--- config.mk ---
export PLATFORM = sky130hd
export DESIGN_NAME = fetch_stage
export DESIGN_NICKNAME = d
export VERILOG_FILES = /design/src/rtl/cpu_pkg.sv /design/src/rtl/fetch_stage.sv
export SDC_FILE = /design/constraint.sdc
export NUM_CORES = 1
export LEC_CHECK = 0
export ABC_AREA = 1
export BUFFER_PORTS_ARGS = -buffer_cell sky130_fd_sc_hd__buf_2
export CORE_MARGIN = 10
export CORE_UTILIZATION = 45
export DETAILED_ROUTE_END_ITERATION = 8
export PLACE_DENSITY = 0.73
export SETUP_SLACK_MARGIN = 0.2
export SKIP_CTS_REPAIR_TIMING = 1
export SKIP_LAST_GASP = 1
export SYNTH_ARGS = -nofsm -noshare
export SYNTH_HDL_FRONTEND = slang
export SYNTH_SLANG_ARGS = --single-unit
export TNS_END_PERCENT = 1
--- constraint.sdc ---
create_clock -name clk -period 3.4 [get_ports clk]
set_input_delay 0.34 -clock clk [delete_from_list [all_inputs] [get_ports clk]]
set_output_delay 0.34 -clock clk [all_outputs]
set_load 0.05 [all_outputs]
--- src/rtl/cpu_pkg.sv ---
package cpu_pkg;

  localparam int DATA_BITS = 32;
  localparam int REG_BITS  = 4;
  localparam int IMM_BITS  = 16;

  typedef logic [DATA_BITS-1:0] data_t;
  typedef logic [DATA_BITS-1:0] addr_t;
  typedef logic [DATA_BITS-1:0] inst_t;
  typedef logic [REG_BITS-1:0]  reg_num_t;
  typedef logic [IMM_BITS-1:0]  imm_t;

  localparam addr_t INST_BYTES = 4;  // One instruction word

  // Primary opcode, inst[31:26]
  typedef enum logic [5:0] {
    ALUR = 6'b000000,
    BEQ  = 6'b001000,
    BLT  = 6'b001001,
    BLE  = 6'b001010,
    BNE  = 6'b001011,
    JAL  = 6'b001100,
    LW   = 6'b010010,
    SW   = 6'b011010,
    ADDI = 6'b100000,
    ANDI = 6'b100100,
    ORI  = 6'b100101,
    XORI = 6'b100110
  } op1_e;

  // Secondary opcode for ALUR, inst[25:18]
  typedef enum logic [7:0] {
    EQ   = 8'b00001000,
    LT   = 8'b00001001,
    LE   = 8'b00001010,
    NE   = 8'b00001011,
    ADD  = 8'b00100000,
    AND  = 8'b00100100,
    OR   = 8'b00100101,
    XOR  = 8'b00100110,
    SUB  = 8'b00101000,
    NAND = 8'b00101100,
    NOR  = 8'b00101101,
    NXOR = 8'b00101110,
    RSHF = 8'b00110000,
    LSHF = 8'b00110001
  } op2_e;

  typedef enum logic [1:0] {
    SRC_RT   = 2'b00,  // rt contents
    SRC_IMM  = 2'b01,  // sxt(imm)
    SRC_IMM4 = 2'b10   // sxt(imm) * 4
  } alu_src_e;

  typedef enum logic [1:0] {
    WR_PC4 = 2'b00,
    WR_MEM = 2'b01,
    WR_ALU = 2'b10
  } wr_src_e;

  typedef struct packed {
    alu_src_e alu_src;
    logic     mem_we;
    logic     mem_re;
    logic     reg_we;
    wr_src_e  wr_src;
    logic     dst_is_rd;
  } ctrl_t;

  typedef struct packed {
    logic  valid;
    addr_t pc;
    inst_t inst;
  } fd_t;

  typedef struct packed {
    logic     valid;
    addr_t    pc;
    op1_e     op1;
    op2_e     op2;
    data_t    rs_val;
    data_t    rt_val;
    data_t    imm;  // Already sign-extended
    reg_num_t dst;
    ctrl_t    ctrl;
  } de_t;

  typedef struct packed {
    logic     valid;
    addr_t    pc;
    data_t    alu_out;
    data_t    store_data;
    reg_num_t dst;
    logic     mem_we;
    logic     mem_re;
    logic     reg_we;
    wr_src_e  wr_src;
  } em_t;

  typedef struct packed {
    logic     valid;
    reg_num_t dst;
    data_t    data;
  } wb_t;

  typedef struct packed {
    logic  taken;
    addr_t target;
  } redirect_t;

endpackage

--- src/rtl/fetch_stage.sv ---
`timescale 1ns/1ns

module fetch_stage #(
  parameter cpu_pkg::addr_t START_PC = 'h100
) (
  input  logic               clk,
  input  logic               reset,
  input  logic               stall,
  input  cpu_pkg::redirect_t redirect,
  input  cpu_pkg::inst_t     imem_data,
  output cpu_pkg::addr_t     imem_addr,
  output cpu_pkg::fd_t       fd
);
  import cpu_pkg::*;

  addr_t pc;

  assign imem_addr = pc;  // ROM answers in the same cycle

  // Redirect wins over stall
  always_ff @(posedge clk or posedge reset) begin
    if (reset) begin
      pc <= START_PC;
    end else if (redirect.taken) begin
      pc <= redirect.target;
    end else if (!stall) begin
      pc <= pc + INST_BYTES;
    end
  end

  always_ff @(posedge clk or posedge reset) begin
    if (reset) begin
      fd <= '0;
    end else if (redirect.taken) begin
      fd.valid <= 1'b0;  // Squash the word fetched behind the branch
    end else if (!stall) begin
      fd <= '{valid: 1'b1, pc: pc, inst: imem_data};
    end
  end

endmodule

Yosys cells after proc, flatten, opt, wreduce, memory -nomap -nowiden

Index checks and enable logic that the tools add are counted.

Register bits after elaboration: 97
Logic and storage cells: 13

Muxes and demuxes: 4
Equality and inequality tests: 1
Bitwise operators: 2
Add/sub/neg operators: 1
Reductions and logical operators: 1

Operators with widths:

| cell                                                   | number |
|---|---|
| two-way mux 65 bit                                     | 1 |
| two-way mux 32 bit                                     | 2 |
| adder 32 x 3 -> 32 bit (second input constant)         | 1 |
| inequality test 2 x 1 -> 1 bit (second input constant) | 1 |
| inverter 1 bit                                         | 2 |
| AND reduction 2 bit                                    | 1 |
| two-way mux 1 bit                                      | 1 |

Longest topological paths before layout

Depth after elaboration: 3
Gate-level depth with buffers: 8

Least setup slack after synthesis

No wires, ideal clock.

Kind: register to register
From: register pc[3] (netlist: imem_addr[3])
To: register pc[26] (netlist: imem_addr[26])
Data arrival time: 1612 ps
Slack: 1664 ps
Path buffers: 0
Stages on the path, launching flop included: 9
Cell sequence: dfrtp_1 -> ha_1 -> nand2_1 -> nor2_4 -> nand2_2 -> nor2_2 -> nand2_1 -> nand2_1 -> nand3_1

Longest elaborated chain between the ends: 3

RTL lines:

| item                     | RTL line          | text |
|---|---|---|
| start: declaration       | fetch_stage.sv:16 | `addr_t pc;` |
| start signal: assignment | fetch_stage.sv:25 | `pc <= redirect.target;` |
| start signal: assignment | fetch_stage.sv:27 | `pc <= pc + INST_BYTES;` |
| adder 32 x 3 -> 32 bit   | fetch_stage.sv:27 |  |
| two-way mux 32 bit       | fetch_stage.sv:26 | `end else if (!stall) begin` |
| two-way mux 32 bit       | fetch_stage.sv:24 | `end else if (redirect.taken) begin` |

No other way between the ends. The select of a mux whose other input is x is not followed.
A chain may end at the register's enable or synchronous reset.

Worst setup path in the final report

From: input port redirect[32] (netlist name)
To: register fd[21] (netlist name)

Longest elaborated chain between the ends: 2

RTL lines:

| item                                 | RTL line          | text |
|---|---|---|
| start: declaration                   | fetch_stage.sv:9  | `input cpu_pkg::redirect_t redirect,` |
| inverter 1 bit (no source line)      | --                |  |
| AND reduction 2 bit (no source line) | --                |  |
| end signal: assignment               | fetch_stage.sv:37 | `fd <= '{valid: 1'b1, pc: pc, inst: imem_data};` |
| end: declaration                     | fetch_stage.sv:12 | `output cpu_pkg::fd_t fd` |

No other way between the ends.

==> summary.md <==
| Metric | Value |
|---|---|
| Status | complete, no violations |
| Static leakage | 3.04 nW |
| Initial antenna violation count | 1 |
| DIE AREA | 14900 um2 |
| Overflow left after global routing | 0 |
| CTS root buf | clkbuf_8 |
| Slew @ Worst Pin | 0.911 ns |
| Post-Place Setup Slack | 1.03 ns |
| Sequential area share after synthesis | 0.519 |
| Final slew viol count | 0 |
| Multi-input logic area | 1920 um2 |
| Skew final | 0.00805 ns |
| Rows | 37 |
| Via count | 4536 |
| Inserted Clock Buffers | 9 |
| Final-report hold violation count | 0 |
| Synth Area per Inst | 7.52 um2 |
| Worst setup EP type | flip-flop |
| Vias/cell | 4.93 |
| Syn_nets | 691 |
| Residual DRC | 0 |
| Startpoint types | input pin |
| Die Y | 122 um |
| I/O pins | 165 |
| Initial DRT Pass Iterations | 5 |
| Final Setup Violations | 0 |
| H-tree Lvls | 3 |
| Final nets | 847 |
| Chip width | 122 um |
| First-pass GRT wire length | 22.5 mm |
| Fin crit period | 1.98 ns |
| HP Class | input pin to asynchronous set/reset pin |
| Setup TNS Final | 0 ns |
| Clock Pin Slew Worst Setup and Hold Paths | 0.10 ns |
| Placed inst area | 5580 um2 |
| Final WL | 13.9 mm |
| Syn Inst Count | 622 |
| Critical path arrival | 2.29 ns |
| Clock tree buffer depth | 2 |
| Register area | 2430 um2 |
| Final Instance Area | 5770 um2 |
| Clock Sink Count | 97 |
| Post-Syn Area | 4680 um2 |
| Fill cells | 967 |
| Fmax | 505 MHz |
| Final period util | 0.583 |
| Core footprint | 10200 um2 |
| CP required | 3.71 ns |
| Share of layout cells above drive strength 1 | 0.257 |
| Starting density of the core | 0.457 |
| Max Cap Viol | 0 |
| TritonCTS clock tree | built |
| Yosys warns | 0 |
| Post-DP HPWL | 10.5 mm |
| Synthesized flop and latch total | 97 |
| Vias in the first global route | 4621 |
| Number of library cell types mapped by synthesis | 25 |
| Antenna Nets Post-Route | 0 |
| Slew headroom | 0.391 |
| Clock Latency Late Sink | 0.37 ns |
| Crit Path Max Fanout | 55 |
| GRT Overall Usage | 0.186 |
| Reg2reg path depth | 8 |
| Area delta synth->final | 23.2% |
| Kind of critical path | input pin to flip-flop |
| Port bufs | 164 |
| Largest net degree at the start of global routing | 69 |
| WL/cell | 15.1 um |
| Pwr/cell area | 545 nW/um2 |
| Gpl congestion | 0.861 |
| RSZ-0062 raised after global routing | no |
| Worst vdd ir | 0.258 mV |
| Initial drt markers | 355 |
| Fin worst setup slack | 1.42 ns |
[cells by family after synthesis]
kind of cell / Yosys count / share of synthesized area
AND/OR/NAND/NOR: 391 / 0.346
flip-flops: 97 / 0.519
adder cells (fa/ha/maj): 1 / 0.00267
AO/OA/AOI/OAI: 54 / 0.0610
buffers and inverters: 79 / 0.0711
[stage by stage]
step	power, mW	hold slack, ns	util	instances
final	3.14	0.0915	0.564	921
after global routing	3.30	0.149	0.563	919
after CTS	3.16	0.108	0.563	919
after detailed placement	2.47	0.454	0.546	903
after global placement	2.45	0.448	0.546	903
after floorplan	2.18	0.457	-	622
[flip-flops by register name, summed over array words and instances (netlist names)]
name and flops:
fd 65, imem_addr 32
[final cells by class]
class | count | area share
Sequential cell | 97 | 0.421
Multi-Input combinational cell | 446 | 0.332
Timing Repair Buffer | 169 | 0.149
Inverter | 55 | 0.0362
Tap cell | 136 | 0.0295
Clock buffer | 9 | 0.0215
Clock inverter | 7 | 0.00933
Antenna cell | 2 | 0.000868
[report_power, final]
group	internal (mW)	total [mW]	switching [mW]
registers	1.30	1.41	0.107
logic	0.223	1.03	0.811
clock network	0.272	0.700	0.428
[final timing paths]
path | start | endpoint | slack (ns)
min | reset | fd[10] | 0.09
max in group asynchronous | reset | fd[41] | 2.53
min reg2reg | fd[36] | fd[36] | 0.48
min in group clk | imem_data[17] | fd[17] | 0.16
max | redirect[32] | fd[21] | 1.42
max reg2reg | imem_addr[3] | imem_addr[28] | 1.71
[routing by layer]
metal  share of wire  wire, um  up-vias  GRT usage
met5               0         0        -          0
met4           0.020       272        0     0.0700
met3            0.10      1390       21     0.0685
met2            0.45      6310      172      0.297
met1            0.43      5970     2093      0.226
li1                -         -     2250          -
[cells in the final DEF, fill, tap and decap left out]
cell,Yosys,layout
buf_2,10,164
nand2_1,225,225
o21ai_1,7,7
inv_6,0,3
and2_1,1,1
clkinvlp_4,0,3
nand4_1,6,6
diode_2,0,2
clkinv_2,0,1
o31ai_1,1,1
nor2_4,3,3
inv_1,53,52
buf_4,0,5
o21ai_0,41,41
dfstp_2,1,1
ha_1,1,1
o211ai_1,2,2
a21oi_1,1,1
inv_2,2,2
nand3b_1,10,10
nor2_1,96,96
dfrtp_1,96,96
nor2_2,7,7
nand2_2,2,2
o2111ai_1,2,2
inv_4,0,1
nand3_1,41,41
clkbuf_8,0,9
[synthesized netlist by cell type]
cell type | count | area share
nand2_1 | 225 | 0.18
nand3b_1 | 10 | 0.016
dfrtp_1 | 96 | 0.51
nor2_4 | 3 | 0.0072
dfstp_2 | 1 | 0.0056
ha_1 | 1 | 0.0027
inv_1 | 53 | 0.043
a21oi_1 | 1 | 0.0011
o21ai_0 | 41 | 0.044
clkbuf_1 | 8 | 0.0064
nand2_2 | 2 | 0.0027
o31ai_1 | 1 | 0.0016
nand3_1 | 41 | 0.044
clkbuf_2 | 1 | 0.0011
o2111ai_1 | 2 | 0.0037
buf_2 | 10 | 0.011
inv_2 | 2 | 0.0016
buf_1 | 2 | 0.0016
buf_6 | 3 | 0.0072
and2_1 | 1 | 0.0013
nor2_1 | 96 | 0.077
nor2_2 | 7 | 0.0094
o211ai_1 | 2 | 0.0032
nand4_1 | 6 | 0.0080
o21ai_1 | 7 | 0.0075
[critical path: stages]
cell	delay [ns]
buf_2	0.57
nor2_4	0.08
inv_2	0.66
buf_4	0.43
nand2_1	0.10
nand2_1	0.08
No activity file was read; power rests on OpenSTA's default activity.
