===== src/rtl/cpu_pkg.sv =====
package cpu_pkg;

  localparam int DATA_BITS = 32;
  localparam int REG_BITS  = 4;
  localparam int IMM_BITS  = 16;

  typedef logic [DATA_BITS-1:0] data_t;
  typedef logic [DATA_BITS-1:0] addr_t;
  typedef logic [DATA_BITS-1:0] inst_t;
  typedef logic [REG_BITS-1:0]  reg_num_t;
  typedef logic [IMM_BITS-1:0]  imm_t;

  localparam addr_t INST_BYTES = 4;  // One instruction word

  // Primary opcode, inst[31:26]
  typedef enum logic [5:0] {
    ALUR = 6'b000000,
    BEQ  = 6'b001000,
    BLT  = 6'b001001,
    BLE  = 6'b001010,
    BNE  = 6'b001011,
    JAL  = 6'b001100,
    LW   = 6'b010010,
    SW   = 6'b011010,
    ADDI = 6'b100000,
    ANDI = 6'b100100,
    ORI  = 6'b100101,
    XORI = 6'b100110
  } op1_e;

  // Secondary opcode for ALUR, inst[25:18]
  typedef enum logic [7:0] {
    EQ   = 8'b00001000,
    LT   = 8'b00001001,
    LE   = 8'b00001010,
    NE   = 8'b00001011,
    ADD  = 8'b00100000,
    AND  = 8'b00100100,
    OR   = 8'b00100101,
    XOR  = 8'b00100110,
    SUB  = 8'b00101000,
    NAND = 8'b00101100,
    NOR  = 8'b00101101,
    NXOR = 8'b00101110,
    RSHF = 8'b00110000,
    LSHF = 8'b00110001
  } op2_e;

  typedef enum logic [1:0] {
    SRC_RT   = 2'b00,  // rt contents
    SRC_IMM  = 2'b01,  // sxt(imm)
    SRC_IMM4 = 2'b10   // sxt(imm) * 4
  } alu_src_e;

  typedef enum logic [1:0] {
    WR_PC4 = 2'b00,
    WR_MEM = 2'b01,
    WR_ALU = 2'b10
  } wr_src_e;

  typedef struct packed {
    alu_src_e alu_src;
    logic     mem_we;
    logic     mem_re;
    logic     reg_we;
    wr_src_e  wr_src;
    logic     dst_is_rd;
  } ctrl_t;

  typedef struct packed {
    logic  valid;
    addr_t pc;
    inst_t inst;
  } fd_t;

  typedef struct packed {
    logic     valid;
    addr_t    pc;
    op1_e     op1;
    op2_e     op2;
    data_t    rs_val;
    data_t    rt_val;
    data_t    imm;  // Already sign-extended
    reg_num_t dst;
    ctrl_t    ctrl;
  } de_t;

  typedef struct packed {
    logic     valid;
    addr_t    pc;
    data_t    alu_out;
    data_t    store_data;
    reg_num_t dst;
    logic     mem_we;
    logic     mem_re;
    logic     reg_we;
    wr_src_e  wr_src;
  } em_t;

  typedef struct packed {
    logic     valid;
    reg_num_t dst;
    data_t    data;
  } wb_t;

  typedef struct packed {
    logic  taken;
    addr_t target;
  } redirect_t;

endpackage


===== src/rtl/execute_stage.sv =====
`timescale 1ns/1ns

module execute_stage (
  input  logic               clk,
  input  logic               reset,
  input  cpu_pkg::de_t       de,
  output cpu_pkg::redirect_t redirect,
  output cpu_pkg::em_t       em
);
  import cpu_pkg::*;

  data_t      op_a;
  data_t      op_b;
  data_t      imm4;
  data_t      alu_out;
  logic [4:0] shamt;
  logic       eq;
  logic       lt;
  logic       br_cond;
  logic       is_jal;

  assign imm4 = de.imm << 2;
  assign op_a = de.rs_val;

  always_comb begin
    case (de.ctrl.alu_src)
      SRC_IMM:  op_b = de.imm;
      SRC_IMM4: op_b = imm4;
      default:  op_b = de.rt_val;
    endcase
  end

  assign shamt = op_b[4:0];
  assign eq    = op_a == op_b;
  assign lt    = $signed(op_a) < $signed(op_b);  // All compares are signed

  always_comb begin
    alu_out = '0;
    case (de.op1)
      ALUR: begin
        case (de.op2)
          EQ:      alu_out = data_t'(eq);
          LT:      alu_out = data_t'(lt);
          LE:      alu_out = data_t'(lt || eq);
          NE:      alu_out = data_t'(!eq);
          ADD:     alu_out = op_a + op_b;
          AND:     alu_out = op_a & op_b;
          OR:      alu_out = op_a | op_b;
          XOR:     alu_out = op_a ^ op_b;
          SUB:     alu_out = op_a - op_b;
          NAND:    alu_out = ~(op_a & op_b);
          NOR:     alu_out = ~(op_a | op_b);
          NXOR:    alu_out = op_a ~^ op_b;
          RSHF:    alu_out = $signed(op_a) >>> shamt;
          LSHF:    alu_out = op_a << shamt;
          default: alu_out = '0;
        endcase
      end
      LW, SW, ADDI, JAL: alu_out = op_a + op_b;  // Address or JAL target
      ANDI:    alu_out = op_a & op_b;
      ORI:     alu_out = op_a | op_b;
      XORI:    alu_out = op_a ^ op_b;
      default: alu_out = '0;
    endcase
  end

  always_comb begin
    case (de.op1)
      BEQ:     br_cond = eq;
      BLT:     br_cond = lt;
      BLE:     br_cond = lt || eq;
      BNE:     br_cond = !eq;
      default: br_cond = 1'b0;
    endcase
  end

  assign is_jal = de.op1 == JAL;

  assign redirect.taken  = de.valid && (br_cond || is_jal);
  assign redirect.target = is_jal ? alu_out : de.pc + INST_BYTES + imm4;

  always_ff @(posedge clk or posedge reset) begin
    if (reset) begin
      em <= '0;
    end else begin
      em.valid      <= de.valid;
      em.pc         <= de.pc;
      em.alu_out    <= alu_out;
      em.store_data <= de.rt_val;
      em.dst        <= de.dst;
      em.mem_we     <= de.ctrl.mem_we;
      em.mem_re     <= de.ctrl.mem_re;
      em.reg_we     <= de.ctrl.reg_we;
      em.wr_src     <= de.ctrl.wr_src;
    end
  end

endmodule


===== config.mk =====
export PLATFORM = sky130hd
export DESIGN_NAME = execute_stage
export DESIGN_NICKNAME = d
export VERILOG_FILES = /design/src/rtl/cpu_pkg.sv /design/src/rtl/execute_stage.sv
export SDC_FILE = /design/constraint.sdc
export NUM_CORES = 1
export LEC_CHECK = 0
export ABC_CLOCK_PERIOD_IN_PS = 12300
export BUFFER_PORTS_ARGS = -buffer_cell sky130_fd_sc_hd__buf_2
export CAP_MARGIN = 20
export CORE_ASPECT_RATIO = 1.5
export CORE_UTILIZATION = 35
export DETAILED_ROUTE_END_ITERATION = 6
export GPL_TIMING_DRIVEN = 0
export PLACE_DENSITY_LB_ADDON = 0.2
export SLEW_MARGIN = 20
export SYNTH_ARGS = -nofsm -noshare
export SYNTH_HDL_FRONTEND = slang
export SYNTH_SLANG_ARGS = --single-unit

===== constraint.sdc =====
create_clock -name clk -period 12.3 [get_ports clk]
set_input_delay 1.23 -clock clk [delete_from_list [all_inputs] [get_ports clk]]
set_output_delay 1.23 -clock clk [all_outputs]
set_load 0.05 [all_outputs]

Word level (Yosys, flattened, before mapping)
Index checks and enable logic that the tools add are counted.
Widths: inputs -> output; s select.
{"block": "word_totals", "regBits": 106, "wordCells": 61}
{"block": "op_classes", "add_sub_neg": 4, "order_cmp": 1, "n_eq_ne": 28, "shifts": 2, "mux": 5, "bitwise": 6, "n_reduce_logical": 6}
{"cell": "$pmux 32 s14", "n": 1}
{"cell": "$pmux 32 s5", "n": 1}
{"cell": "$eq 8x6->1 const B", "n": 10}
{"cell": "$add 32x32->32", "n": 2}
{"cell": "$not 32->32", "n": 2}
{"cell": "$pmux 32 s2", "n": 1}
{"cell": "$add 32x3->32 const B", "n": 1}
{"cell": "$and 32x32->32", "n": 1}
{"cell": "$eq 32x32->1", "n": 1}
{"cell": "$eq 8x4->1 const B", "n": 4}
{"cell": "$lt 32x32->1", "n": 1}
{"cell": "$mux 32", "n": 1}
{"cell": "$or 32x32->32", "n": 1}
{"cell": "$shl 32x5->32", "n": 1}
{"cell": "$sshr 32x5->32", "n": 1}
{"cell": "$sub 32x32->32", "n": 1}
{"cell": "$xnor 32x32->32", "n": 1}
{"cell": "$xor 32x32->32", "n": 1}
{"cell": "$eq 6x4->1 const B", "n": 5}
{"cell": "$eq 6x6->1 const B", "n": 4}
{"cell": "$eq 6x5->1 const B", "n": 2}
{"cell": "$logic_not 6->1", "n": 1}
{"cell": "$pmux 1 s4", "n": 1}
{"cell": "$reduce_or 4->1", "n": 1}
{"cell": "5 further kinds", "n": 6}

Logic depth before layout (Yosys ltp)
Gate-level depths: netlist of the first run.
{"block": "depth", "depth_word": 7, "depth_mapped": 21, "mapped_depth_nobuf": 16}

Worst setup path after synthesis of the first run
Ideal clock, no wire load.
{"block": "synth_timing", "kind": "input -> output", "from": "input port de[6] (netlist name)", "to": "output port redirect[26] (netlist name)", "arrival_ns": 6.048, "t_required_ns": 11.070, "setup_slack_ns": 5.022, "stages": 20, "n_path_buf": 4, "path_cell_list": "inv_1 ha_1 buf_6 nand3b_2 nand2_1 buf_4 buf_2 buf_2 ha_1 inv_1 fa_1 nor2b_1 o31ai_1 a2111o_1 a2111oi_0 o21ai_0 o31ai_1 xnor2_1 a22oi_1 a21oi_1"}
{"item": "start, declared", "line": "execute_stage.sv:6", "text": "input cpu_pkg::de_t de,"}
{"item": "end, declared", "line": "execute_stage.sv:7", "text": "output cpu_pkg::redirect_t redirect,"}

==> impl_metrics.toml, run 1 <==
[timing]
slew_headroom_pct = 15.6
fin_crit_ps = 9970
tightest_slew_ps = 1260
period_share_pct = 81.1
drv_slew = 0
grt_setup_unrepaired = "no"
finalSetupViolCount = 0
finalSetupTns_ps = 0
fmax_mhz = 100
hold_violations = 0

[worst_setup_path]
cp_max_fo = 10
crit_chain = "buf_2 -> inv_1 -> ha_1 -> nor2b_1 -> or2_2 -> clkbuf_1 -> inv_1 -> clkbuf_1 -> buf_1 -> clkbuf_1 -> ha_1 -> buf_2 -> nor2_1 -> inv_1 -> o221ai_2 -> a211oi_4 -> o211ai_1 -> a211o_1 -> a21oi_2 -> o311ai_1 -> a41oi_1 -> buf_2"
max_stage_delay_ps = 690
cp-start-kind = "primary input"
critPathTopFamily = "buffers and inverters"
crit_buf_inv = 10
crit_type = "primary input to output port"
critPathSlowestCell = "buf_1"
worstPathRequired_ps = 11070
arrival_ps = 8740
worstSetupEndpointType = "output port"

[cells_and_area]
largest_reg_flops = 106
regMostFlops = "em"
area_delta_synth_final_pct = 15.8
final_net_count = 2880
drive_above_1_share_pct = 15.8
finish.instance_area_um2 = 19000
reg.largest.list = "em x106"

[placed_design]
place_area_um2 = 18600
globalplace.congestion = 1.10
portBuffers = 290
hpwl_mm = 90.6

[power_and_ir_drop]
clkPwrFrac_pct = 16.1
intPower_mw = 0.904
max-vdd-ir-drop_uv = 81.3
p_switching_mw = 1.21
power.density_nw_per_um2 = 111
p_comb_share_pct = 66.4
seqPwrFrac_pct = 17.4
switching_share_pct = 57.2
p_leak_nw = 8.30

[floorplanning]
ioPinCount = 296
die_x_um = 179
die-area_um2 = 47700
die_height_um = 267
core_um2 = 46000
rows = 96
start_util_pct = 35.6

[yosys]
yosysTopAreaCellShare_pct = 16.2
avgSynthCellArea_um2 = 7.22
yosysSeqAreaShare_pct = 16.2
async_flop_share_pct = 100
synth_edf_count = 0
synth_ff_type = "dfrtp_1"
synthesis.area_um2 = 16400
synth.net_count = 2577
synth.top_cells.by_area = "dfrtp_1 (16%), ha_1 (11%), a21oi_1 (6.7%), o21ai_0 (5.7%), nor2_1 (4.4%)"
synthDistinctLibCells = 103
yosys_register_bits = 106
synth_warnings = 0
yosysTopAreaCell = "dfrtp_1"
syn_inst = 2269

[clocking]
cts_buffers = 9
cts_max_level = 3
cts_hold_buf = 0
cts_resized = 0
postCtsSetupBuffers = 0
cts_tree = "yes"
clockBufferDepth = 2
cts.sinks = 106
cts-root-buf = "clkbuf_16"
clkTransAtPathRegs_ps = 90

[flow_run]
drv_cap = 0

[worst_hold_path]
hp-class = "primary input to async pin"

[route]
dr_total_vias = 21521
wirelength_mm = 113
routed_via_density = 6.78
ant_nets = 0
firstDrtPassIters = 6
first_iter_violations = 2438
wl_per_cell_um = 35.6
drc = 16

[global_route]
grt.total_usage_pct = 47.3
grt_max_degree = 66
antenna_found_initial = 12
grt_pass1_wl_mm = 156
grt_pass1_vias = 20686
globalRouteOverflowTotal = 0

[status]
status = "complete, but fails checks"
violations = "design-rule violations"
metrics by stage:
stage               utilization (%)  hold slack [ps]  std cells  total power, mW  setup slack (ps)
floorplan                         -             1260       2269             1.23              5020
global placement               40.4             1340       3147             1.70              2390
detailed placement             40.5             1270       3148             1.70              2750
CTS                            41.1              819       3164             2.04              2700
global route                   41.2              831       3166             2.18              2290
finish                         41.3              793       3176             2.12              2330
kinds of logic after synthesis:
group	after synthesis	synth area share (%)
muxes	75	5.34
adders and majority gates	151	11.6
buffers and inverters	283	7.03
DFF	106	16.2
and+or+nand+nor	683	19.8
xor gates and xnor gates	120	6.42
AOI/OAI and AO/OA	851	33.6
final cells by class:
type / instances / area, µm²
repair buffers: 292 / 1490
diodes: 11 / 27.5
clock buffers: 9 / 225
fillers: 4954 / 27000
multi-input cells: 1880 / 12600
flip-flops and latches: 106 / 2650
well taps: 588 / 736
plain buffers: 172 / 732
inverters: 111 / 424
clock inverters: 7 / 83.8
routing by layer:
layer	up-vias	routed length, µm	track usage [%]
met5	-	83	0.107
met4	8	12100	42.7
met3	575	10800	15.8
met2	1580	51300	74.7
met1	10316	38700	49.4
li1	9042	-	-
cells in the mapped netlist, drive strengths merged (8+ instances only):
| library cell | count |
|---|---|
| o21a | 9 |
| or2 | 9 |
| xnor2 | 57 |
| nor2b | 18 |
| nand2b | 16 |
| inv | 110 |
| dfrtp | 106 |
| clkbuf | 100 |
| and3 | 15 |
| o21ai | 203 |
| a21o | 29 |
| nand2 | 188 |
| nor2 | 190 |
| o22ai | 32 |
| xor2 | 63 |
| mux2 | 9 |
| nor3 | 77 |
| mux2i | 57 |
| nand4 | 16 |
| o311ai | 13 |
| o211ai | 59 |
| a22oi | 43 |
| a31oi | 32 |
| and2 | 9 |
| o221ai | 10 |
| a221oi | 11 |
| o31ai | 23 |
| a211oi | 65 |
| mux4 | 9 |
| nand3 | 85 |
| a32oi | 8 |
| a211o | 9 |
| o21bai | 11 |
| ha | 149 |
| buf | 71 |
| a21oi | 219 |
| nor4 | 12 |
| a311oi | 10 |
| or3 | 20 |
power groups by stage:
stage	registers [mW]	logic, mW	clock network [mW]
6_report	0.369	1.40	0.341
5_1_grt	0.371	1.45	0.354
4_1_cts	0.369	1.33	0.338
3_5_place_dp	0.376	1.33	0
3_3_place_gp	0.376	1.33	0
2_1_floorplan	0.439	0.788	0
placed cells by master (no fill, tap or decap), types with 12 or more instances in the layout:
cell type / n
buf_2: 326
a21oi_1: 216
nor2_1: 189
o21ai_0: 188
nand2_1: 186
ha_1: 149
inv_1: 107
dfrtp_1: 106
clkbuf_1: 99
nand3_1: 85
nor3_1: 75
a211oi_1: 63
xor2_1: 63
o211ai_1: 59
xnor2_1: 57
mux2i_1: 57
a22oi_1: 43
a31oi_1: 32
o22ai_1: 32
buf_1: 29
a21o_1: 29
o31ai_1: 23
or3_1: 20
nor2b_1: 18
nand2b_1: 16
nand4_1: 16
and3_1: 15
o21ai_1: 13
nor4_1: 12
worst max path at each step:
stage | startpoint | end | slack [ps] | cells after the start
2_1_floorplan | de[6] | redirect[26] | 5020 | 20
3_3_place_gp | de[6] | redirect[24] | 2390 | 22
3_5_place_dp | de[6] | redirect[24] | 2750 | 22
4_1_cts | de[6] | redirect[24] | 2700 | 22
5_1_grt | de[6] | redirect[32] | 2290 | 22
6_report | de[6] | redirect[32] | 2330 | 22
(Power assumes the default switching activity.)
==> inputs of run 2 (changes only) <==
--- a/config.mk
+++ b/config.mk
@@ -5,7 +5,7 @@
 export SDC_FILE = /design/constraint.sdc
 export NUM_CORES = 1
 export LEC_CHECK = 0
-export ABC_CLOCK_PERIOD_IN_PS = 12300
+export ABC_CLOCK_PERIOD_IN_PS = 9000
 export BUFFER_PORTS_ARGS = -buffer_cell sky130_fd_sc_hd__buf_2
 export CAP_MARGIN = 20
 export CORE_ASPECT_RATIO = 1.5
==> constraint.sdc (replaced) <==
create_clock -name clk -period 9 [get_ports clk]
set_input_delay 0.9 -clock clk [delete_from_list [all_inputs] [get_ports clk]]
set_output_delay 0.9 -clock clk [all_outputs]
set_load 0.05 [all_outputs]
==> run 2 against run 1 <==
The run now ends clean. Via count shrank 0.19%. First-iteration DRC count grew 10%. Routed wire length up 0.33%. Combinational power rose by 38%. Global-route usage did not move. Critical path depth is the same. Sequential share of layout area is essentially flat. Clock-buffer cell count did not move. Cell count barely moved. Critical endpoint unchanged. Non-clock buffer count rose by 2.
==> impl_metrics.toml, run 2 (synthesis gave the netlist of run 1 again) <==
[cells_and_area]
regMostFlops = "em"
reg.largest.list = "em x106"
final_cell_mix = "buf_2 (326), a21oi_1 (216), nor2_1 (189)"
finish.instance_area_um2 = 19000
final_net_count = 2882
drive_above_1_share_pct = 16.0
final_common_cell = "buf_2"
largest_reg_flops = 106
fillers = 4958
area_delta_synth_final_pct = 16.0

[clocking]
cts_tree = "yes"
clkTransAtPathRegs_ps = 90
cts_buffers = 9
cts_max_level = 3
clockBufferDepth = 2
cts.sinks = 106
cts-root-buf = "clkbuf_16"

[global_route]
grt_pass1_vias = 20686
grt.total_usage_pct = 47.3
antenna_found_initial = 12
globalRouteOverflowTotal = 0
grt_pass1_wl_mm = 156
grt_max_degree = 66

[route]
ant_nets = 0
wl_per_cell_um = 35.7
drc = 0
firstDrtPassIters = 6
routed_via_density = 6.76
wirelength_mm = 113
dr_total_vias = 21481
first_iter_violations = 2689

[power_and_ir_drop]
power.density_nw_per_um2 = 152
switching_share_pct = 57.2
seqPwrFrac_pct = 17.4
p_switching_mw = 1.65
clkPwrFrac_pct = 16.0
p_leak_nw = 8.32
p_comb_share_pct = 66.6
intPower_mw = 1.24
max-vdd-ir-drop_uv = 110

[worst_setup_path]
worstSetupEndpointType = "output port"
worstPathRequired_ps = 8100
arrival_ps = 8080
cp_max_fo = 10
cp-start-kind = "primary input"
crit_path_end = "redirect[32]"
crit_type = "primary input to output port"
startpoint = "de[6]"

[status]
status = "finished clean"

[floorplanning]
start_util_pct = 35.6
rows = 96
core_um2 = 46000
ioPinCount = 296
die_height_um = 267
die_x_um = 179
die-area_um2 = 47700

[timing]
slew_headroom_pct = 13.2
grt_setup_unrepaired = "no"
fin_crit_ps = 8980
fmax_mhz = 111
drv_slew = 0
fin_ws_ps = 22.4
finalSetupViolCount = 0
hold_violations = 0
tightest_slew_ps = 1300
period_share_pct = 99.8
finalSetupTns_ps = 0

[placed_design]
hpwl_mm = 90.6
dp_slack_ps = 108
place_area_um2 = 18600
globalplace.congestion = 1.10
portBuffers = 290

[worst_hold_path]
hp-class = "primary input to async pin"

[flow_run]
drv_cap = 0
-- run 2: how the worst min path moves through the flow --
stage,startpoint,end,depth (start not counted)
after floorplan,de[1],em[0],0
after global placement,de[4],em[3],1
after detailed placement,reset,em[98],2
after CTS,reset,em[99],2
after global routing,reset,em[99],2
final,reset,em[99],2
-- run 2: power groups by stage --
stage / registers, mW / clock network [mW] / logic, mW
after detailed placement: 0.514 / 0 / 1.81
after global routing: 0.507 / 0.484 / 1.99
after floorplan: 0.600 / 0 / 1.08
final: 0.504 / 0.462 / 1.93
after global placement: 0.514 / 0 / 1.81
after CTS: 0.504 / 0.463 / 1.82
-- run 2: metrics by stage --
stage	power (mW)	std cells	utilization, %	hold slack [ps]
global route	2.98	3168	41.3	501
floorplan	1.68	2269	-	931
finish	2.89	3179	41.3	469
global placement	2.32	3147	40.4	1010
CTS	2.79	3164	41.1	489
detailed placement	2.33	3148	40.5	938
-- run 2: cell type report --
type / instances / area (µm²) / share of cell area, %
Buffer: 172 / 741 / 3.90
Antenna cell: 12 / 30.0 / 0.158
Multi-Input combinational cell: 1880 / 12600 / 66.3
Tap cell: 588 / 736 / 3.87
Timing Repair Buffer: 294 / 1510 / 7.92
Inverter: 111 / 424 / 2.23
Clock inverter: 7 / 83.8 / 0.441
Sequential cell: 106 / 2650 / 14.0
Clock buffer: 9 / 225 / 1.19
-- run 2: per-layer routing --
layer	wire, µm	track usage, %	up-vias
met3	10800	15.8	562
met4	12000	42.7	10
met2	51500	74.7	1576
met1	39000	49.4	10275
li1	-	-	9058
met5	67	0.107	-
-- run 2: timing repair --
item,4_1_cts,5_1_grt
buffers inserted,0,2
endpoints found under the setup margin,0,7
hold buffers,0,0
resized for setup,0,4
hold endpoints to repair,0,0
-- run 2: critical path, stage by stage --
cell and delay, ps:
buf_2 90, inv_1 40, ha_1 390, nor2b_1 200, or2_2 290, clkbuf_1 200, inv_1 310, clkbuf_1 620
clkdlybuf4s15_1 740, clkbuf_2 470, ha_1 180, buf_2 220, nor2_1 160, inv_1 110, o221ai_2 160, a211oi_4 590
o211ai_1 350, a211o_1 430, a21oi_2 590, o311ai_1 190, a41oi_1 450, buf_2 350
