`config.mk`:
```
export PLATFORM = sky130hd
export DESIGN_NAME = decode_stage
export DESIGN_NICKNAME = d
export VERILOG_FILES = /design/src/rtl/cpu_pkg.sv /design/src/rtl/decode_stage.sv
export SDC_FILE = /design/constraint.sdc
export NUM_CORES = 1
export LEC_CHECK = 0
export BUFFER_PORTS_ARGS = -buffer_cell sky130_fd_sc_hd__buf_2
export CAP_MARGIN = 20
export CORE_AREA = 2 2 167 169
export DETAILED_ROUTE_END_ITERATION = 10
export DIE_AREA = 0 0 169 171
export PLACE_DENSITY = 0.45
export SYNTH_ARGS = -nofsm -noshare
export SYNTH_HDL_FRONTEND = slang
export SYNTH_SLANG_ARGS = --single-unit
```
`constraint.sdc`:
```
create_clock -name clk -period 4.6 [get_ports clk]
set_input_delay 0.69 -clock clk [delete_from_list [all_inputs] [get_ports clk]]
set_output_delay 0.69 -clock clk [all_outputs]
set_load 0.05 [all_outputs]
```
`src/rtl/cpu_pkg.sv`:
```
package cpu_pkg;

  localparam int DATA_BITS = 32;
  localparam int REG_BITS  = 4;
  localparam int IMM_BITS  = 16;

  typedef logic [DATA_BITS-1:0] data_t;
  typedef logic [DATA_BITS-1:0] addr_t;
  typedef logic [DATA_BITS-1:0] inst_t;
  typedef logic [REG_BITS-1:0]  reg_num_t;
  typedef logic [IMM_BITS-1:0]  imm_t;

  localparam addr_t INST_BYTES = 4;  // One instruction word

  // Primary opcode, inst[31:26]
  typedef enum logic [5:0] {
    ALUR = 6'b000000,
    BEQ  = 6'b001000,
    BLT  = 6'b001001,
    BLE  = 6'b001010,
    BNE  = 6'b001011,
    JAL  = 6'b001100,
    LW   = 6'b010010,
    SW   = 6'b011010,
    ADDI = 6'b100000,
    ANDI = 6'b100100,
    ORI  = 6'b100101,
    XORI = 6'b100110
  } op1_e;

  // Secondary opcode for ALUR, inst[25:18]
  typedef enum logic [7:0] {
    EQ   = 8'b00001000,
    LT   = 8'b00001001,
    LE   = 8'b00001010,
    NE   = 8'b00001011,
    ADD  = 8'b00100000,
    AND  = 8'b00100100,
    OR   = 8'b00100101,
    XOR  = 8'b00100110,
    SUB  = 8'b00101000,
    NAND = 8'b00101100,
    NOR  = 8'b00101101,
    NXOR = 8'b00101110,
    RSHF = 8'b00110000,
    LSHF = 8'b00110001
  } op2_e;

  typedef enum logic [1:0] {
    SRC_RT   = 2'b00,  // rt contents
    SRC_IMM  = 2'b01,  // sxt(imm)
    SRC_IMM4 = 2'b10   // sxt(imm) * 4
  } alu_src_e;

  typedef enum logic [1:0] {
    WR_PC4 = 2'b00,
    WR_MEM = 2'b01,
    WR_ALU = 2'b10
  } wr_src_e;

  typedef struct packed {
    alu_src_e alu_src;
    logic     mem_we;
    logic     mem_re;
    logic     reg_we;
    wr_src_e  wr_src;
    logic     dst_is_rd;
  } ctrl_t;

  typedef struct packed {
    logic  valid;
    addr_t pc;
    inst_t inst;
  } fd_t;

  typedef struct packed {
    logic     valid;
    addr_t    pc;
    op1_e     op1;
    op2_e     op2;
    data_t    rs_val;
    data_t    rt_val;
    data_t    imm;  // Already sign-extended
    reg_num_t dst;
    ctrl_t    ctrl;
  } de_t;

  typedef struct packed {
    logic     valid;
    addr_t    pc;
    data_t    alu_out;
    data_t    store_data;
    reg_num_t dst;
    logic     mem_we;
    logic     mem_re;
    logic     reg_we;
    wr_src_e  wr_src;
  } em_t;

  typedef struct packed {
    logic     valid;
    reg_num_t dst;
    data_t    data;
  } wb_t;

  typedef struct packed {
    logic  taken;
    addr_t target;
  } redirect_t;

endpackage

```
`src/rtl/decode_stage.sv`:
```
`timescale 1ns/1ns

module decode_stage (
  input  logic               clk,
  input  logic               reset,
  input  cpu_pkg::fd_t       fd,
  input  cpu_pkg::redirect_t redirect,
  input  cpu_pkg::em_t       em,
  input  cpu_pkg::data_t     rs_val,
  input  cpu_pkg::data_t     rt_val,
  output cpu_pkg::reg_num_t  rs_num,
  output cpu_pkg::reg_num_t  rt_num,
  output logic               stall,
  output cpu_pkg::de_t       de
);
  import cpu_pkg::*;

  op1_e     op1;
  op2_e     op2;
  imm_t     imm;
  reg_num_t rd;
  ctrl_t    ctrl;
  logic     uses_rt;
  logic     hazard_ex;
  logic     hazard_mem;
  de_t      de_next;

  // True when an older writer targets one of our source registers
  function automatic logic conflict(input logic we, input reg_num_t dst,
                                    input reg_num_t rs, input reg_num_t rt,
                                    input logic chk_rt);
    return we && (dst == rs || (chk_rt && dst == rt));
  endfunction

  assign op1    = op1_e'(fd.inst[31:26]);
  assign op2    = op2_e'(fd.inst[25:18]);
  assign imm    = fd.inst[23:8];
  assign rd     = fd.inst[11:8];
  assign rs_num = fd.inst[7:4];
  assign rt_num = fd.inst[3:0];

  always_comb begin
    ctrl = '0;  // Unknown opcodes fall through as no-ops
    case (op1)
      ALUR: begin
        ctrl.reg_we    = 1'b1;
        ctrl.wr_src    = WR_ALU;
        ctrl.dst_is_rd = 1'b1;
      end
      BEQ, BLT, BLE, BNE: begin
        ctrl.alu_src = SRC_RT;  // Compare rs against rt
      end
      JAL: begin
        ctrl.alu_src = SRC_IMM4;
        ctrl.reg_we  = 1'b1;
        ctrl.wr_src  = WR_PC4;  // Link value
      end
      LW: begin
        ctrl.alu_src = SRC_IMM;
        ctrl.mem_re  = 1'b1;
        ctrl.reg_we  = 1'b1;
        ctrl.wr_src  = WR_MEM;
      end
      SW: begin
        ctrl.alu_src = SRC_IMM;
        ctrl.mem_we  = 1'b1;
      end
      ADDI, ANDI, ORI, XORI: begin
        ctrl.alu_src = SRC_IMM;
        ctrl.reg_we  = 1'b1;
        ctrl.wr_src  = WR_ALU;
      end
      default: begin
      end
    endcase
  end

  // rt is a source only for these
  assign uses_rt = op1 inside {ALUR, BEQ, BLT, BLE, BNE, SW};

  assign hazard_ex  = conflict(de.valid && de.ctrl.reg_we, de.dst, rs_num, rt_num, uses_rt);
  assign hazard_mem = conflict(em.valid && em.reg_we, em.dst, rs_num, rt_num, uses_rt);
  assign stall      = fd.valid && (hazard_ex || hazard_mem);

  always_comb begin
    de_next.valid  = fd.valid && !stall && !redirect.taken;  // Bubble otherwise
    de_next.pc     = fd.pc;
    de_next.op1    = op1;
    de_next.op2    = op2;
    de_next.rs_val = rs_val;
    de_next.rt_val = rt_val;
    de_next.imm    = {{(DATA_BITS-IMM_BITS){imm[IMM_BITS-1]}}, imm};
    de_next.dst    = ctrl.dst_is_rd ? rd : rt_num;
    de_next.ctrl   = ctrl;
  end

  always_ff @(posedge clk or posedge reset) begin
    if (reset) begin
      de <= '0;
    end else begin
      de <= de_next;
    end
  end

endmodule

```
Word-level counts from Yosys, hierarchy flattened

Index checks and enable logic that the tools add are counted.

Flip-flop bits (word level): 139
Latch bits: 0
Bits in writable memories: 0
Memory bits (read-only): 0
Input bits: 270
Output and inout port bits: 164
Word-level logic and storage cells: 53
Memories kept: 0

$add $sub $neg: 0
Multiply operators: 0
Divide/modulo/power cells: 0
Order comparisons: 0
Eq/ne operators: 15
Shift operators: 0
Multiplexer cells: 6
Bitwise logic cells: 0
Reduce and logical (&&, ||, !) cells: 18

Operator list:

| kind               | count |
|---|---|
| $eq 6x4->1 const B | 5 |
| $eq 6x6->1 const B | 4 |
| $eq 4x4->1         | 4 |
| $eq 6x5->1 const B | 2 |
| $logic_and 1x1->1  | 9 |
| $pmux 3 s3         | 1 |
| $logic_not 6->1    | 1 |
| $reduce_bool 6->1  | 1 |
| $reduce_or 6->1    | 1 |
| $reduce_or 5->1    | 1 |
| $mux 4             | 1 |
| $pmux 2 s2         | 1 |
| $logic_or 1x1->1   | 3 |
| $mux 1             | 3 |
| $logic_not 1->1    | 2 |

Longest topological paths before layout

Gate-level depths: netlist of run 1.

Word-level depth: 10
Depth in mapped cells: 5
Gate-level depth less buffers: 5

Least setup slack after synthesis of run 1

No wires, ideal clock.

Path type: input -> output
From: input fd[2] (netlist name)
To: output stall
Arrival: 1814 ps
Required time: 3910 ps
Setup slack: 2096 ps
Stages: 5
Buffers on the path: 0
Cell sequence: xor2_1 -> nor4_1 -> a31oi_1 -> o22ai_1 -> and2_1

Cells in the longest elaborated chain, start to end: 6
Elaborated cells on any way between the ends: 10
Classes of those cells: 2 x eq/ne; 8 x reduce/logical

RTL lines:

| element               | RTL line           | source |
|---|---|---|
| from (decl)           | decode_stage.sv:6  | `input cpu_pkg::fd_t fd,` |
| $eq 4x4->1            | decode_stage.sv:32 | `return we && (dst == rs \|\| (chk_rt && dst == rt));` |
| $logic_and 1x1->1     | decode_stage.sv:32 |  |
| $logic_or 1x1->1      | decode_stage.sv:32 |  |
| $logic_and 1x1->1     | decode_stage.sv:32 |  |
| $logic_or 1x1->1 (*)  | decode_stage.sv:83 | `assign stall = fd.valid && (hazard_ex \|\| hazard_mem);` |
| $logic_and 1x1->1 (*) | decode_stage.sv:83 |  |
| to (decl)             | decode_stage.sv:13 | `output logic stall,` |

Every way passes the cells marked *; elsewhere a longest branch is shown, timed or not.

Worst setup path in the final report of run 1

From: input fd[27] (netlist name)
To: output stall

Cells in the longest elaborated chain, start to end: 7
Elaborated cells on any way between the ends: 15
Classes of those cells: 5 x eq/ne; 10 x reduce/logical

RTL lines:

| element                            | RTL line           | source |
|---|---|---|
| $eq 6x4->1 (tied with other cells) | decode_stage.sv:79 | `assign uses_rt = op1 inside {ALUR, BEQ, BLT, BLE, BNE, SW};` |
| $reduce_bool 6->1 (*)              | decode_stage.sv:79 |  |
| $logic_and 1x1->1                  | decode_stage.sv:32 |  |
| $logic_or 1x1->1                   | decode_stage.sv:32 |  |
| $logic_and 1x1->1                  | decode_stage.sv:32 |  |
| $logic_or 1x1->1 (*)               | decode_stage.sv:83 |  |
| $logic_and 1x1->1 (*)              | decode_stage.sv:83 |  |

Marks and branches as above.

==> run_results.csv, run 1 <==
group,metric,value,unit
worst_setup_path,worst-path-buf-inv,2,
cells_and_area,final_util,23.0,%
yosys,syn_avg_cell_area,17.3,um2
worst_setup_path,path_cells,"buf_2 -> nor2b_1 -> o31ai_2 -> a31oi_1 -> o22ai_1 -> and2_1 -> buf_2",
worst_setup_path,crit_top_cell,"buf_2",
clocking,htreeDepth,4,
power_and_ir_drop,p_leak,3.25,nW
cells_and_area,instances_no_fill,879,
clocking,clk_path_buf_depth,2,
global_routing,antenna_found_initial,3,
cells_and_area,drive_gt1_share,63.4,%
floorplan,die_area,28900,um2
worst_setup_path,cp.arrival,2.14,ns
place,placed_area,5690,um2
floorplan,core,27300,um2
clocking,cts_root_buffer,"clkbuf_16",
sta,final_max_slew_viol_count,0,
detailed_routing,drtAntennaViolNets,0,
sta,final_hold_viol_count,0,
cells_and_area,largest_registers,"de (133)",
global_routing,grt_pass1_vias,2769,
power_and_ir_drop,comb_power_share,14.7,%
power_and_ir_drop,power.density,496,nW/um2
power_and_ir_drop,seqPwrFrac,39.9,%
yosys,synth.distinct_cells,22,
global_routing,grt_pass1_wl,18000,um
cells_and_area,layout_common_cells,"buf_2, dfrtp_1, clkbuf_16",
power_and_ir_drop,swShare,29.9,%
global_routing,grt_overflow_total,0,
detailed_routing,dr.pass1.iters,4,
clocking,hold_buffers,0,
worst_hold_path,hold_class,"primary input to async pin",
place,portBuffers,301,
run_status,status,"finished, final reports clean",
clocking,clk_pin_slew,0.06,ns
global_routing,grt_max_degree,71,
sta,tns,0,ns
cells_and_area,synthToLayoutAreaGrowth,59.2,%
clocking,cts_tree,"built",
yosys,ys_seq_area_share,84.2,%
sta,worstMarginPinSlew,0.650,ns
clocking,post_cts_resized,0,
sta,rsz0062_at_grt,"false",
cells_and_area,final_common_cell,"buf_2",
sta,fmax,0.353,GHz
place,globalplace.congestion,0.658,
sta,setup-violations-final,0,
floorplan,die_x,169,um
worst_setup_path,worstSetupPathType,"primary input to primary output",
power_and_ir_drop,clkPwrFrac,45.3,%
detailed_routing,drt_iter0_drc,40,
detailed_routing,wire_per_inst,15.1,um
yosys,synth_edf_count,0,
yosys,synth_flop_cell,"dfrtp_1",
worst_setup_path,slowest_stage,"o31ai_2",
global_routing,grt_use_total,8.89,%
yosys,async_flop_share,100,%
sta,timing.final.crit_share,61.6,%
place,placedCellCount,848,
cells_and_area,diodes,0,
cells_and_area,final_area,6290,um2
clocking,cts_setup_buffers,0,
detailed_routing,num_vias,2890,
sta,holdWs,0.378,ns
yosys,ys_warn_count,0,
detailed_routing,drc,0,
job,max_cap_violations,0,
worst_setup_path,path_delay_family,"compound AO/OA/AOI/OAI gates",
worst_setup_path,max_stage_delay,0.35,ns
power_and_ir_drop,irDropWorstVdd,0.000177,V
cells_and_area,largest_reg_flops,133,
floorplan,initial_core_util,14.5,%
cells_and_area,top_register,"de",
sta,post-route-min-period,2.83,ns
clocking,cts_buffers,17,
yosys,synth_seq_cells,133,
yosys,syn_inst,229,
detailed_routing,via_per_inst,3.29,
power_and_ir_drop,p_int,0.00219,W
floorplan,die_h,171,um
worst_setup_path,path_max_fanout,8,
detailed_routing,wl,13200,um
cells_and_area,fin_nets,791,
floorplan,fp-row-count,61,
clocking,clk-insertion-delay-late,0.41,ns
clocking,cts.sinks,133,
sta,maxSlewHeadroom,56.6,%
yosys,syn_nets,499,
sta,fin_skew,0.00306,ns
power_and_ir_drop,p_switching,0.000931,W
yosys,netlist_area,3950,um2
floorplan,ios,434,
worst_setup_path,critical_path.endpoint_type,"primary output",
place,place.detailed.hpwl,10400,um
worst_setup_path,startpoint_type,"primary input",
worst_setup_path,cp_data_required_time,3.91,ns
cell type report:
| cell class | instances | area [um2] |
|---|---|---|
| Multi-Input combinational cell | 61 | 379 |
| Fill cell | 2979 | 21000 |
| Clock buffer | 17 | 425 |
| Inverter | 5 | 23.8 |
| Tap cell | 346 | 433 |
| Clock inverter | 14 | 178 |
| Sequential cell | 133 | 3330 |
| Timing Repair Buffer | 303 | 1520 |
worst paths after layout:
check	slack, ns	start	cells after the start	endpoint
min	0.38	reset	2	de[83]
min reg2reg	0.64	de[154]	3	de[154]
max reg2reg	3.23	de[10]	5	de[154]
min in group clk	0.38	fd[23]	1	de[113]
max	1.77	fd[27]	7	stall
max in group asynchronous	3.24	reset	3	de[90]
synth_stat cells (2+ instances only):
master    count  area share (%)
a31oi_1       2            0.32
dfrtp_1     133              84
nor2b_1       2            0.32
inv_1         4            0.38
and2_1        2            0.32
nand2b_1      2            0.32
buf_4        30             5.7
nor4_1        5            0.79
nor2_1        6            0.57
xor2_1       16             3.5
nand2_1      15             1.4
o22ai_1       2            0.32
metal layers:
layer | vias to the layer above | global-route usage, % | share of wire (%) | wire length [um]
met5 | - | 0 | 0.27 | 36
met4 | 4 | 3.68 | 1.3 | 175
met3 | 11 | 3.10 | 7.8 | 1040
met2 | 172 | 13.8 | 48 | 6390
met1 | 1422 | 11.3 | 42 | 5600
li1 | 1281 | - | - | -
power by group through the flow:
stage / clock [W] / combinational, W / sequential [W]
2_1_floorplan: 0 / 0.000107 / 0.00148
3_3_place_gp: 0 / 0.000466 / 0.00127
3_5_place_dp: 0 / 0.000467 / 0.00127
4_1_cts: 0.00148 / 0.000468 / 0.00125
5_1_grt: 0.00153 / 0.000484 / 0.00125
6_report: 0.00141 / 0.000460 / 0.00125
through the flow:
| step | total power, W | worst slack [ns] |
|---|---|---|
| 4_1_cts | 0.00319 | 1.71 |
| 6_report | 0.00312 | 1.77 |
| 5_1_grt | 0.00326 | 1.63 |
| 3_3_place_gp | 0.00173 | 1.73 |
| 2_1_floorplan | 0.00159 | 0.356 |
| 3_5_place_dp | 0.00174 | 1.71 |
cells by family (layout without fill, tap and decap cells):
| group | count (synthesis) | in the layout | synth area share [%] |
|---|---|---|---|
| flip-flops | 133 | 133 | 84.2 |
| AND/OR/NAND/NOR | 37 | 37 | 4.59 |
| buffers and inverters | 35 | 339 | 6.17 |
| XOR/XNOR | 16 | 16 | 3.55 |
| AO/OA/AOI/OAI | 7 | 7 | 1.20 |
| adder cells (fa/ha/maj) | 1 | 1 | 0.253 |
No activity file was read; power rests on OpenSTA's default activity.
==> run 2: changes to the inputs <==
CORE_AREA = 2 2 169 171   (was 2 2 167 169)
DIE_AREA = 0 0 171 173   (was 0 0 169 171)
clock period = 2.3 ns   (was 4.6 ns; I/O delays follow)
==> run_results.csv, run 2 (synthesis results as in run 1) <==
group,metric,value,unit
floorplan,die_h,173,um
power_and_ir_drop,p_leak,3.32,nW
sta,tns,0,ns
worst_setup_path,worst-path-buf-inv,1,
clocking,cts_buffers,17,
detailed_routing,drc,0,
global_routing,grt_use_total,9.16,%
worst_setup_path,critical_path.endpoint_type,"primary output",
detailed_routing,drtAntennaViolNets,0,
worst_setup_path,worstSetupPathType,"flop to primary output",
floorplan,ios,434,
cells_and_area,synthToLayoutAreaGrowth,64.8,%
place,globalplace.congestion,0.672,
sta,layout_setup_ws,0.0322,ns
sta,setup-violations-final,0,
detailed_routing,wl,13800,um
place,placedCellCount,886,
global_routing,grt_pass1_vias,2900,
cells_and_area,largest_reg_flops,133,
cells_and_area,drive_gt1_share,63.1,%
worst_setup_path,cp.arrival,1.92,ns
job,max_cap_violations,0,
sta,holdWs,0.00477,ns
detailed_routing,wire_per_inst,14.7,um
detailed_routing,num_vias,2962,
power_and_ir_drop,total_power,0.00588,W
worst_hold_path,hold_class,"primary input to async pin",
clocking,cts_tree,"built",
sta,timing.final.crit_share,98.6,%
floorplan,core,27600,um2
clocking,cts.sinks,133,
worst_setup_path,r2r_cells,6,
power_and_ir_drop,irDropWorstVdd,0.000324,V
worst_setup_path,rrSetupSlack,0.91,ns
global_routing,antenna_found_initial,2,
floorplan,die_area,29600,um2
floorplan,fp-row-count,61,
floorplan,die_x,171,um
global_routing,grt_pass1_wl,19000,um
clocking,clk-insertion-delay-late,0.42,ns
cells_and_area,layout_common_cells,"buf_2, dfrtp_1, clkbuf_16",
sta,worstMarginPinSlew,0.619,ns
sta,fmax,0.441,GHz
sta,final_hold_viol_count,0,
clocking,clk_path_buf_depth,2,
detailed_routing,drt_iter0_drc,53,
cells_and_area,seqCellArea,3330,um2
worst_setup_path,path_cells,"xor2_1 -> nor4_2 -> a31oi_2 -> o22ai_2 -> and2_4 -> buf_8",
cells_and_area,final_common_cell,"buf_2",
floorplan,initial_core_util,14.3,%
cells_and_area,nFillCells,2976,
detailed_routing,dr.pass1.iters,4,
worst_setup_path,r2r-end,"de[154]",
global_routing,grt_overflow_total,0,
cells_and_area,largest_registers,"de (133)",
cells_and_area,multiInputGateArea,407,um2
place,portBuffers,301,
worst_setup_path,path_delay_family,"simple AND/OR/NAND/NOR gates",
sta,rsz0062_at_grt,"true",
worst_setup_path,startpoint_type,"flop",
place,dp_slack,0.175,ns
worst_setup_path,max_stage_delay,0.40,ns
sta,fin_skew,0.0135,ns
worst_setup_path,path_max_fanout,3,
global_routing,grt_max_degree,48,
sta,final_max_slew_viol_count,0,
clocking,cts_root_buffer,"clkbuf_16",
worst_setup_path,cp_data_required_time,1.96,ns
run_status,status,"finished, final reports clean",
detailed_routing,via_per_inst,3.16,
cells_and_area,fin_nets,813,
cells_and_area,instances_no_fill,936,
worst_setup_path,slowest_stage,"dfrtp_1",
cells_and_area,top_register,"de",
power_and_ir_drop,power.density,903,nW/um2
sta,maxSlewHeadroom,58.6,%
clocking,htreeDepth,4,
worst_setup_path,rr_startpoint,"de[8]",
sta,post-route-min-period,2.27,ns
place,place.detailed.hpwl,10900,um
clocking,clk_pin_slew,0.06,ns
[run 2: changes by cell type in the layout (fill, tap and decap cells not counted), sizes merged]
cell / before / now
inv: 9 / 5
clkbuf: 17 / 19
dlygate4sd3: 0 / 13
clkinvlp: 3 / 5
buf: 303 / 312
bufinv: 3 / 0
clkinv: 4 / 7
diode: 0 / 3
[run 2: repair_timing]
item	in CTS	in global routing
pin swaps	4	4
setup endpoints to repair	1	1
resized for setup	2	6
endpoints found under the hold margin	8	5
hold buffers	8	5
setup buffers	2	1
[run 2: cell type report]
type,instances,area share (%)
repair buffers,325,26.9
flip-flops and latches,133,51.1
clock inverters,12,1.31
multi-input cells,61,6.25
diodes,3,0.115
clock buffers,19,6.65
inverters,5,0.346
well taps,378,7.27
[run 2: power by group]
| part | total (W) | internal [W] | switching [W] |
|---|---|---|---|
| sequential | 0.00249 | 0.00245 | 0.0000351 |
| clock | 0.00242 | 0.00137 | 0.00105 |
| combinational | 0.000969 | 0.000236 | 0.000732 |
| total | 0.00588 | 0.00406 | 0.00182 |
[run 2: worst max path at each step]
| stage | to | from | cells after the start | slack [ns] |
|---|---|---|---|---|
| 6_report | stall | de[10] | 6 | 0.03 |
| 5_1_grt | stall | de[10] | 6 | -0.07 |
| 4_1_cts | stall | de[9] | 6 | -0.04 |
| 3_5_place_dp | stall | fd[27] | 7 | 0.18 |
| 3_3_place_gp | stall | fd[27] | 7 | 0.17 |
| 2_1_floorplan | stall | de[10] | 5 | 0.20 |
[run 2: per-layer routing]
metal	routed length, um	GRT usage (%)
met4	150	2.97
met1	5430	10.6
met2	6640	14.8
met3	1530	4.53
met5	0	0
[run 2: stage by stage]
step	instance area [um2]	util [%]
floorplan	3960	-
global placement	5790	21.0
detailed placement	5790	21.0
CTS	6410	23.2
global route	6500	23.5
finish	6510	23.6
